`src/source/stripe_cfg.svh`:
```
`ifndef STRIPE_CFG_SVH
`define STRIPE_CFG_SVH

// width of one byte on the input stream
`define STRIPE_UP_WIDTH 8

// width of one packed word on the output stream
`define STRIPE_DN_WIDTH 32

// input bytes that fill one output word
`define STRIPE_BYTES 4

// number of gearbox lanes that packets are striped across
// any value of 2 or more works as long as STRIPE_LANE_W can hold it
`define STRIPE_LANES 4

// width of the dispatch and collect pointers
`define STRIPE_LANE_W 2

`endif
```
`src/source/stripe_pkg.sv`:
```
`include "stripe_cfg.svh"

package stripe_pkg;

    // count of valid bytes in one packed output word
    // a full word reports STRIPE_BYTES and a partial last word reports
    // only the bytes that the packet really filled, so it runs from 1 up
    // the width is one bit wider than needed to index a byte, which leaves
    // room for the full count itself
    typedef logic [$clog2(`STRIPE_BYTES + 1)-1:0] byte_cnt_t;

endpackage

```
`src/source/str_stripe_top.sv`:
```
`timescale 1ns/1ps

`include "stripe_cfg.svh"

module str_stripe_top (
    input  logic                           clk,
    input  logic                           rst,

    input  logic [`STRIPE_UP_WIDTH-1:0]    up_data_i,
    input  logic                           up_last_i,
    input  logic                           up_val_i,
    output logic                           up_rdy_o,

    output logic [`STRIPE_DN_WIDTH-1:0]    dn_data_o,
    output logic                           dn_last_o,
    output stripe_pkg::byte_cnt_t          dn_cnt_o,
    output logic                           dn_val_o,
    input  logic                           dn_rdy_i
);

    // byte side, shared data and last with one valid and ready per lane
    logic [`STRIPE_UP_WIDTH-1:0]    lane_data;
    logic                           lane_last;
    logic [`STRIPE_LANES-1:0]       lane_val;
    logic [`STRIPE_LANES-1:0]       lane_rdy;

    // word side, one full stream per lane
    logic [`STRIPE_DN_WIDTH-1:0]    word_data [`STRIPE_LANES];
    logic [`STRIPE_LANES-1:0]       word_last;
    stripe_pkg::byte_cnt_t          word_cnt [`STRIPE_LANES];
    logic [`STRIPE_LANES-1:0]       word_val;
    logic [`STRIPE_LANES-1:0]       word_rdy;

    str_dispatch u_dispatch (
        .clk         (clk),
        .rst         (rst),
        .up_data_i   (up_data_i),
        .up_last_i   (up_last_i),
        .up_val_i    (up_val_i),
        .up_rdy_o    (up_rdy_o),
        .lane_data_o (lane_data),
        .lane_last_o (lane_last),
        .lane_val_o  (lane_val),
        .lane_rdy_i  (lane_rdy)
    );

    // each lane packs whole packets, so lanes never share a word
    for (genvar gi = 0; gi < `STRIPE_LANES; gi++) begin : g_lane
        str_gbox u_gbox (
            .clk       (clk),
            .rst       (rst),
            .up_data_i (lane_data),
            .up_last_i (lane_last),
            .up_val_i  (lane_val[gi]),
            .up_rdy_o  (lane_rdy[gi]),
            .dn_data_o (word_data[gi]),
            .dn_last_o (word_last[gi]),
            .dn_cnt_o  (word_cnt[gi]),
            .dn_val_o  (word_val[gi]),
            .dn_rdy_i  (word_rdy[gi])
        );
    end

    str_collect u_collect (
        .clk         (clk),
        .rst         (rst),
        .word_data_i (word_data),
        .word_last_i (word_last),
        .word_cnt_i  (word_cnt),
        .word_val_i  (word_val),
        .word_rdy_o  (word_rdy),
        .dn_data_o   (dn_data_o),
        .dn_last_o   (dn_last_o),
        .dn_cnt_o    (dn_cnt_o),
        .dn_val_o    (dn_val_o),
        .dn_rdy_i    (dn_rdy_i)
    );

endmodule

```
`src/source/str_collect.sv`:
```
`timescale 1ns/1ps

`include "stripe_cfg.svh"

module str_collect (
    input  logic                           clk,
    input  logic                           rst,

    input  logic [`STRIPE_DN_WIDTH-1:0]    word_data_i [`STRIPE_LANES],
    input  logic [`STRIPE_LANES-1:0]       word_last_i,
    input  stripe_pkg::byte_cnt_t          word_cnt_i [`STRIPE_LANES],
    input  logic [`STRIPE_LANES-1:0]       word_val_i,
    output logic [`STRIPE_LANES-1:0]       word_rdy_o,

    output logic [`STRIPE_DN_WIDTH-1:0]    dn_data_o,
    output logic                           dn_last_o,
    output stripe_pkg::byte_cnt_t          dn_cnt_o,
    output logic                           dn_val_o,
    input  logic                           dn_rdy_i
);

    localparam logic [`STRIPE_LANE_W-1:0] LAST_LANE = `STRIPE_LANE_W'(`STRIPE_LANES - 1);

    // lane whose packet is next in arrival order
    logic [`STRIPE_LANE_W-1:0] coll_ptr;
    logic                      pkt_done;

    // the output packet ends on a transfer that carries last
    assign pkt_done = dn_val_o & dn_rdy_i & dn_last_o;

    // same round-robin walk as the dispatcher, so order is kept
    always_ff @(posedge clk) begin
        if (rst) begin
            coll_ptr <= '0;
        end else if (pkt_done) begin
            if (coll_ptr == LAST_LANE) begin
                coll_ptr <= '0;
            end else begin
                coll_ptr <= coll_ptr + 1'b1;
            end
        end
    end

    // the selected lane drives the output directly
    assign dn_data_o = word_data_i[coll_ptr];
    assign dn_last_o = word_last_i[coll_ptr];
    assign dn_cnt_o  = word_cnt_i[coll_ptr];
    assign dn_val_o  = word_val_i[coll_ptr];

    // other lanes see ready low and keep their words
    always_comb begin
        word_rdy_o           = '0;
        word_rdy_o[coll_ptr] = dn_rdy_i;
    end

    // the pointer cannot move to another lane while the output is stalled
    // so a refused word stays on the output unchanged until it is taken
    a_out_hold: assert property (
        @(posedge clk) disable iff (rst)
        dn_val_o && !dn_rdy_i |=>
            dn_val_o && $stable(dn_data_o) && $stable(dn_last_o) && $stable(dn_cnt_o)
    );

endmodule

```
`src/source/str_dispatch.sv`:
```
`timescale 1ns/1ps

`include "stripe_cfg.svh"

module str_dispatch (
    input  logic                           clk,
    input  logic                           rst,

    input  logic [`STRIPE_UP_WIDTH-1:0]    up_data_i,
    input  logic                           up_last_i,
    input  logic                           up_val_i,
    output logic                           up_rdy_o,

    output logic [`STRIPE_UP_WIDTH-1:0]    lane_data_o,
    output logic                           lane_last_o,
    output logic [`STRIPE_LANES-1:0]       lane_val_o,
    input  logic [`STRIPE_LANES-1:0]       lane_rdy_i
);

    localparam logic [`STRIPE_LANE_W-1:0] LAST_LANE = `STRIPE_LANE_W'(`STRIPE_LANES - 1);

    // lane that receives the packet currently on the input
    logic [`STRIPE_LANE_W-1:0] disp_ptr;
    logic                      pkt_done;

    // a packet ends on the beat that carries last
    assign pkt_done = up_val_i & up_rdy_o & up_last_i;

    // pointer steps round-robin once per packet
    always_ff @(posedge clk) begin
        if (rst) begin
            disp_ptr <= '0;
        end else if (pkt_done) begin
            if (disp_ptr == LAST_LANE) begin
                disp_ptr <= '0;
            end else begin
                disp_ptr <= disp_ptr + 1'b1;
            end
        end
    end

    // data and last go to every lane, the valid decides who takes them
    assign lane_data_o = up_data_i;
    assign lane_last_o = up_last_i;

    // only the selected lane is offered the byte
    always_comb begin
        lane_val_o           = '0;
        lane_val_o[disp_ptr] = up_val_i;
    end

    // the input stalls exactly as the selected lane does
    assign up_rdy_o = lane_rdy_i[disp_ptr];

    // a byte that waits for its lane stays on the input unchanged
    // so the lane takes exactly the byte the source offered
    a_up_hold: assert property (
        @(posedge clk) disable iff (rst)
        up_val_i && !up_rdy_o |=>
            up_val_i && $stable(up_data_i) && $stable(up_last_i)
    );

endmodule

```
`src/source/str_gbox.sv`:
```
`timescale 1ns/1ps

`include "stripe_cfg.svh"

module str_gbox (
    input  logic                           clk,
    input  logic                           rst,

    input  logic [`STRIPE_UP_WIDTH-1:0]    up_data_i,
    input  logic                           up_last_i,
    input  logic                           up_val_i,
    output logic                           up_rdy_o,

    output logic [`STRIPE_DN_WIDTH-1:0]    dn_data_o,
    output logic                           dn_last_o,
    output stripe_pkg::byte_cnt_t          dn_cnt_o,
    output logic                           dn_val_o,
    input  logic                           dn_rdy_i
);

    localparam int DATA_NB = `STRIPE_BYTES;

    // skid register, holds a byte taken in the cycle that ready was falling
    logic                           skid_val;
    logic                           skid_last;
    logic [`STRIPE_UP_WIDTH-1:0]    skid_data;

    // byte seen by the packer, either straight from the input or from the skid
    logic                           in_val;
    logic                           in_last;
    logic [`STRIPE_UP_WIDTH-1:0]    in_data;

    // one-hot write position inside the word being packed
    logic [DATA_NB-1:0]             token;
    stripe_pkg::byte_cnt_t          tok_cnt;

    logic                           dn_active;
    logic                           take;

    // the output register may move when it is empty or when it is being drained
    assign dn_active = ~dn_val_o | dn_rdy_i;

    // while ready is low the skid register stands in for the input
    assign in_data = up_rdy_o ? up_data_i : skid_data;
    assign in_last = up_rdy_o ? up_last_i : skid_last;
    assign in_val  = up_rdy_o ? up_val_i  : skid_val;

    // a byte enters the word only when the output side can move
    assign take = dn_active & in_val;

    // the skid always samples what the packer saw, so while ready is low it
    // simply keeps its own value
    always_ff @(posedge clk) begin
        skid_data <= in_data;
    end

    // valid and last stay in the skid until the packer consumes them
    always_ff @(posedge clk) begin
        if (rst) begin
            skid_val  <= 1'b0;
            skid_last <= 1'b0;
        end else begin
            skid_val  <= in_val & ~dn_active;
            skid_last <= in_last & ~dn_active;
        end
    end

    // ready is registered and follows the output side
    // it only updates when there is something to react to, so an idle lane
    // keeps whatever it last decided
    always_ff @(posedge clk) begin
        if (rst) begin
            up_rdy_o <= 1'b0;
        end else if (dn_rdy_i | up_val_i) begin
            up_rdy_o <= dn_active;
        end
    end

    // the token walks from the low byte to the high byte and wraps
    // a byte with last sends it back to position 0 for the next packet
    always_ff @(posedge clk) begin
        if (rst) begin
            token <= DATA_NB'(1);
        end else if (take) begin
            if (in_last) begin
                token <= DATA_NB'(1);
            end else begin
                token <= {token[DATA_NB-2:0], token[DATA_NB-1]};
            end
        end
    end

    // number of bytes in the word once the byte at the token is written
    always_comb begin
        tok_cnt = '0;
        for (int ii = 0; ii < DATA_NB; ii++) begin
            if (token[ii]) begin
                tok_cnt = stripe_pkg::byte_cnt_t'(ii + 1);
            end
        end
    end

    // a word goes out after its top byte or after the final byte of a packet
    always_ff @(posedge clk) begin
        if (rst) begin
            dn_val_o  <= 1'b0;
            dn_last_o <= 1'b0;
        end else if (dn_active) begin
            dn_val_o  <= in_val & (token[DATA_NB-1] | in_last);
            dn_last_o <= in_val & in_last;
        end
    end

    // count follows the token, it is frozen with the data while stalled
    always_ff @(posedge clk) begin
        if (take) begin
            dn_cnt_o <= tok_cnt;
        end
    end

    // the first byte of a word clears the rest, so a short last word is
    // padded with zeros above the final byte
    always_ff @(posedge clk) begin
        for (int ii = 0; ii < DATA_NB; ii++) begin
            if (take & token[0]) begin
                dn_data_o[ii*`STRIPE_UP_WIDTH +: `STRIPE_UP_WIDTH] <= '0;
            end
            if (take & token[ii]) begin
                dn_data_o[ii*`STRIPE_UP_WIDTH +: `STRIPE_UP_WIDTH] <= in_data;
            end
        end
    end

    // a stalled word must not change under the collector
    a_dn_stable: assert property (
        @(posedge clk) disable iff (rst)
        dn_val_o && !dn_rdy_i |=>
            $stable(dn_data_o) && $stable(dn_last_o) && $stable(dn_cnt_o)
    );

    // a word is never withdrawn before it has been taken
    a_dn_hold: assert property (
        @(posedge clk) disable iff (rst)
        $fell(dn_val_o) |-> $past(dn_rdy_i)
    );

endmodule

```
`config.mk`:
```
export PLATFORM = sky130hd
export DESIGN_NAME = str_stripe_top
export DESIGN_NICKNAME = d
export VERILOG_FILES = /design/src/source/stripe_pkg.sv /design/src/source/str_stripe_top.sv /design/src/source/str_collect.sv /design/src/source/str_dispatch.sv /design/src/source/str_gbox.sv
export VERILOG_INCLUDE_DIRS = /design/src /design/src/source
export SDC_FILE = /design/constraint.sdc
export NUM_CORES = 1
export LEC_CHECK = 0
export BUFFER_PORTS_ARGS = -buffer_cell sky130_fd_sc_hd__buf_2
export CORE_MARGIN = 2
export CORE_UTILIZATION = 60
export DETAILED_ROUTE_END_ITERATION = 10
export GPL_TIMING_DRIVEN = 0
export PLACE_DENSITY = 0.84
export SYNTH_ARGS = -nofsm -noshare
export SYNTH_HDL_FRONTEND = slang
export SYNTH_SLANG_ARGS = --single-unit
export TNS_END_PERCENT = 1
```
`constraint.sdc`:
```
create_clock -name clk -period 3.15 [get_ports clk]
set_clock_uncertainty 0.15 [all_clocks]
set_input_delay 0.63 -clock clk [delete_from_list [all_inputs] [get_ports clk]]
set_output_delay 0.63 -clock clk [all_outputs]
set_load 0.02 [all_outputs]
```
==> results of run 1 <==
## worst max-delay path by stage
stage,cells after the start,to,startpoint,slack (ps)
finish,4,dn_data_o[14],u_collect.coll_ptr[1],70
global route,8,g_lane[0].u_gbox.dn_data_o[7],u_collect.coll_ptr[1],20
CTS,4,dn_data_o[14],u_collect.coll_ptr[0],0.9
detailed placement,8,g_lane[0].u_gbox.dn_data_o[2],u_collect.coll_ptr[1],120
global placement,8,g_lane[1].u_gbox.dn_data_o[3],u_collect.coll_ptr[1],180
floorplan,8,g_lane[2].u_gbox.dn_data_o[0],u_collect.coll_ptr[0],870
## where the power goes
| group | leakage, uW | internal [uW] | switching [uW] | total [uW] |
|---|---|---|---|---|
| Combinational | 0.00131 | 106 | 321 | 427 |
| Sequential | 0.00187 | 3080 | 39.9 | 3120 |
| Clock | 0.000319 | 1400 | 991 | 2390 |
| Total | 0.00350 | 4580 | 1350 | 5930 |
## stage by stage
step,instances,power (uW),util
CTS,904,5910,0.698
finish,904,5930,0.699
global route,904,6070,0.699
detailed placement,866,3570,0.651
floorplan,640,3400,-
global placement,866,3550,0.651
## sequential cells by signal, summed over array words and instances (netlist names)
name                     flops
g_lane.u_gbox.dn_val_o       4
g_lane.u_gbox.token         16
u_dispatch.disp_ptr          2
g_lane.u_gbox.skid_last      4
g_lane.u_gbox.skid_val       4
u_collect.coll_ptr           2
g_lane.u_gbox.skid_data     32
g_lane.u_gbox.dn_data_o    128
g_lane.u_gbox.dn_last_o      4
g_lane.u_gbox.dn_cnt_o      12
g_lane.u_gbox.up_rdy_o       4
## logic make-up after synthesis
logic type	Yosys count	synth area share
flops	212	0.652
simple gates	211	0.110
mux	80	0.147
compound gates	65	0.0466
buf+inv	64	0.0330
fa+ha+maj	8	0.0116
## cell usage after synthesis, drive strengths merged
cell     instances
a2bb2oi          1
nor2           114
or3              1
mux4            37
nor3             5
nand4bb          1
o21ai            8
dfxtp           72
nand2b          20
clkbuf           4
edfxtp         140
o21a            12
mux2i           38
nand3b           5
nor2b            2
ha               8
nor3b            4
a21oi           38
a21boi           4
inv             40
buf             20
and2             4
o31ai            2
nand2           34
mux2             5
nand3           21
## metal layers
layer / vias up / routed length, um / GRT usage / share of wire
li1: 2433 / - / - / -
met1: 2778 / 7930 / 0.398 / 0.36
met2: 433 / 10200 / 0.465 / 0.47
met3: 61 / 2770 / 0.0728 / 0.13
met4: 0 / 891 / 0.121 / 0.041
met5: - / 0 / 0 / 0
## cell type report
type                            instances  area, um2  area share
Clock buffer                           34        604      0.0618
Inverter                               40        150      0.0154
Clock inverter                          4       48.8     0.00499
Timing Repair Buffer                   46        230      0.0236
Multi-Input combinational cell        364       2720       0.278
Sequential cell                       212       5650       0.577
Buffer                                 24        150      0.0154
Tap cell                              180        225      0.0230
## timing repair
item / CTS / global route
hold endpoints to repair: 0 / 0
setup endpoints to repair: 0 / 28
gates resized for setup: 0 / 7
## tightest hold or removal path: stages, from the launching register on
cell and delay [ps]:
dfxtp_1 310, nand2_1 50, a21oi_1 50
==> metrics.txt, run 1 <==
Worst R2R End=g_lane[0].u_gbox.dn_data_o[0]; Critical Path Max Stage Delay=480 ps; total core area=14000 um2; Diodes inserted=0; 1st-pass router iterations=7; Vias/cell=6.31; FF-to-FF Start=u_collect.coll_ptr[1]; GPL Wtd Cong=0.894; vias in the first global route=5758; leading area contributor after synthesis=edfxtp_1; Data required, critical path=2370 ps; Mapped Nets=661; Num Clock Sinks=212; Clock Pin Slew Worst Setup and Hold Paths=60 ps; total CTS buffers=21; DRT iter0 DRCs=828; first-pass GRT wire length=32500 um; worst skew pair latency=490 ps; hold path cells=2; R2R Setup Slk=100 ps; fraction of layout cells with a size suffix above 1=0.203; sequential fraction of the synthesis area=0.652; Crit Path Max Fanout=10; H-tree levels=1; Setup Fix Bufs, Post-CTS=0; Yosys top cell area share=0.486; period utilization=0.976; CP most frequent cell=buf_2; startpoint types=flop; cell area after layout=9780 um2; CTS tree=yes; DR DRC count=0; Initial Util=0.619; kind of cell adding the most delay to the critical path=buffers and inverters; clk buf depth=3; crit-path cells=clkbuf_4, buf_2, mux4_2, buf_2; setup TNS=0 ps; Die W=124 um; Root Driver=clkbuf_16; worst slew pin tran=684 ps; WL/cell=24.1 um; Hold Buf Count CTS=0; Slowest cell on crit path=dfxtp_1; number of I/O port buffers=46; via count=5705; Peak VDD IR=505 uV; total global-route track usage=0.295; #FFs+latches synth=212; number of setup violations in the final report=0; HP Class=reg -> reg; critical path type=reg -> out; Area growth syn-to-layout=13.0%; Gate Count Post-Synth=640; Hold Path Origin=g_lane[3].u_gbox.dn_last_o; DP Area=9110 um2; f_max=325 MHz; worst r2r path cells=8; Area contributors post-synth=edfxtp_1 (49%), dfxtp_1 (17%), mux4_2 (9.6%); Core Rows=43; die area=15400 um2; CP endpoint kind=output port; post-synth cell types=33; Mapped Area=8650 um2; status=finished clean; Die Span Y=124 um; Final Hold Fails=0; initial antenna violation count=0; Warnings, synthesis=0; dpl ws=121 ps; worst hold endpoint=g_lane[3].u_gbox.dn_last_o; RSZ-0062 raised after global routing=no; highest-count cells in the layout ignoring fill and taps=edfxtp_1 (140), nor2_1 (114), dfxtp_1 (72), buf_2 (57), inv_1 (40); final wirelength=21800 um; syn avg cell area=13.5 um2; I/O pin total=51; PwrDens=607 nW/um2; HPWL Detailed=14700 um; max_slew headroom=0.531; min cycle time layout=3080 ps; Final #Nets=730; commonest non-fill, non-tap cell in the layout=edfxtp_1; largest net degree at the start of global routing=15; Hold WS=315 ps; GR Overflow Total=0; fillers=907; Worst Path Arrival=2300 ps; Buf+Inv Stages, Crit Path=3; Final Worst Setup Slack=74.8 ps; fin. max-slew vios=0; leakage=0.00350 uW; Antenna Nets Post-Route=0; max cap viols=0
No activity file was read; power rests on OpenSTA's default activity.
==> run 2, diff against run 1 <==
==> constraint.sdc (replaced) <==
create_clock -name clk -period 3.15 [get_ports clk]
set_clock_uncertainty 0.15 [all_clocks]
set_input_delay 0.315 -clock clk [delete_from_list [all_inputs] [get_ports clk]]
set_output_delay 0.315 -clock clk [all_outputs]
set_load 0.02 [all_outputs]
==> metrics.txt, run 2 (synthesis gave the netlist of run 1 again) <==
number of I/O port buffers=46 (unchanged); fillers=906 (was 907); dpl ws=121 ps (unchanged); internal power component=4580 uW (about the same); DR DRC count=0 (unchanged); Hold Buf Count CTS=0 (unchanged); number of setup violations in the final report=0 (unchanged); Vias/cell=6.32 (was 6.31); H-tree levels=1 (unchanged); fraction of layout cells with a size suffix above 1=0.202 (was 0.203); CP endpoint kind=flop (was output port); Root Driver=clkbuf_16 (unchanged); Worst Path Arrival=3020 ps (was 2300 ps); clock network power share=0.402 (was 0.403); initial antenna violation count=0 (unchanged); Peak VDD IR=502 uV (was 505 uV); max cap viols=0 (unchanged); HPWL Detailed=14700 um (unchanged); Num Clock Sinks=212 (unchanged); Final Worst Setup Slack=103 ps (was 74.8 ps); via count=5715 (was 5705); commonest non-fill, non-tap cell in the layout=edfxtp_1 (unchanged); switching share of power=0.228 (about the same); f_max=328 MHz (was 325 MHz); Data required, critical path=3120 ps (was 2370 ps); min cycle time layout=3050 ps (was 3080 ps); total CTS buffers=21 (unchanged); PwrDens=607 nW/um2 (about the same); 1st-pass router iterations=5 (was 7); WL/cell=24.0 um (was 24.1 um); largest net degree at the start of global routing=15 (unchanged); Die W=124 um (unchanged); Largest register FFs=128 (unchanged); clk buf depth=3 (unchanged); worst slew pin tran=932 ps (was 684 ps); final wirelength=21700 um (was 21800 um); highest-count cells in the layout ignoring fill and taps=edfxtp_1 (140), nor2_1 (114), dfxtp_1 (72), buf_2 (57), inv_1 (40) (unchanged); I/O pin total=51 (unchanged); Setup Fix Bufs, Post-CTS=0 (unchanged); Die Span Y=124 um (unchanged); total global-route track usage=0.295 (about the same); period utilization=0.967 (was 0.976); Initial Util=0.619 (unchanged); critical path type=reg -> reg (was reg -> out); die area=15400 um2 (unchanged); total core area=14000 um2 (unchanged); Antenna Nets Post-Route=0 (unchanged); Seq pwr share=0.526 (was 0.525); GPL Wtd Cong=0.894 (unchanged); Most flops, register=g_lane.u_gbox.dn_data_o (unchanged); worst skew pair latency=490 ps (about the same); fin. max-slew vios=0 (unchanged); GR Overflow Total=0 (unchanged); setup TNS=0 ps (unchanged); Diodes inserted=0 (unchanged); RSZ-0062 raised after global routing=no (unchanged); placed cells=866 (unchanged); status=finished clean (unchanged); Core Rows=43 (unchanged); startpoint types=flop (unchanged); CTS tree=yes (unchanged); first-pass GRT wire length=32500 um (about the same); post-layout util=0.698 (was 0.699); DP Area=9110 um2 (unchanged); HP Class=in -> reg (was reg -> reg); Crit Path Max Fanout=12 (was 10); Gate power share=0.072 (about the same); Regs by FF count=g_lane.u_gbox.dn_data_o x128, g_lane.u_gbox.skid_data x32, g_lane.u_gbox.token x16 (unchanged); leakage=0.00350 uW (about the same); NetSw=1350 uW (about the same); Area growth syn-to-layout=12.8% (was 13.0%); Finished Layout Cells=904 (unchanged); vias in the first global route=5761 (was 5758); DRT iter0 DRCs=800 (was 828); max_slew headroom=0.378 (was 0.531); Clock Pin Slew Worst Setup and Hold Paths=60 ps (about the same); Final Hold Fails=0 (unchanged); Final #Nets=730 (unchanged); cell area after layout=9760 um2 (was 9780 um2)
[run 2: path summary, 6_finish.rpt]
path	end	depth (start not counted)	slack, ps	startpoint
max	g_lane[0].u_gbox.dn_data_o[7]	8	100	u_collect.coll_ptr[1]
min	g_lane[1].u_gbox.up_rdy_o	3	60	dn_rdy_i
max reg2reg	g_lane[0].u_gbox.dn_data_o[7]	8	100	u_collect.coll_ptr[1]
min reg2reg	g_lane[3].u_gbox.dn_last_o	2	320	g_lane[3].u_gbox.dn_last_o
[run 2: through the flow]
stage               hold WS [ps]  total power [uW]
floorplan                    278              3400
global placement             297              3550
detailed placement           297              3570
CTS                         45.7              5910
global route                72.0              6070
finish                      55.4              5930
[run 2: timing repair]
action	4_1_cts	5_1_grt
hold endpoints to repair	0	0
resized for setup	0	1
setup endpoints to repair	0	8
[run 2: power groups by stage]
stage / registers, uW / clock network [uW] / logic, uW
3_5_place_dp: 3170 / 0 / 400
5_1_grt: 3120 / 2500 / 445
4_1_cts: 3120 / 2390 / 408
2_1_floorplan: 3160 / 0 / 243
3_3_place_gp: 3160 / 0 / 381
6_report: 3120 / 2390 / 427
[run 2: area by class of cell]
cell class / count / area (um2) / share of cell area
buffer: 24 / 138 / 0.0141
multi-input combinational: 364 / 2720 / 0.279
timing repair buffer: 46 / 230 / 0.0236
clock inverter: 4 / 48.8 / 0.00500
inverter: 40 / 150 / 0.0154
sequential: 212 / 5650 / 0.578
tap: 180 / 225 / 0.0231
clock buffer: 34 / 604 / 0.0619
[run 2: per-layer routing]
layer | share of wire | GRT usage | vias to the layer above
met5 | 0 | 0 | -
met4 | 0.037 | 0.118 | 0
met3 | 0.13 | 0.0714 | 57
met2 | 0.47 | 0.466 | 461
met1 | 0.36 | 0.400 | 2766
li1 | - | - | 2431
[run 2: critical path, cell delays in order, from the launching register on]
cell	delay [ps]
dfxtp_1	390
clkbuf_4	270
buf_2	280
inv_1	160
ha_1	180
a21boi_1	100
a21oi_2	280
buf_2	320
and2_1	540
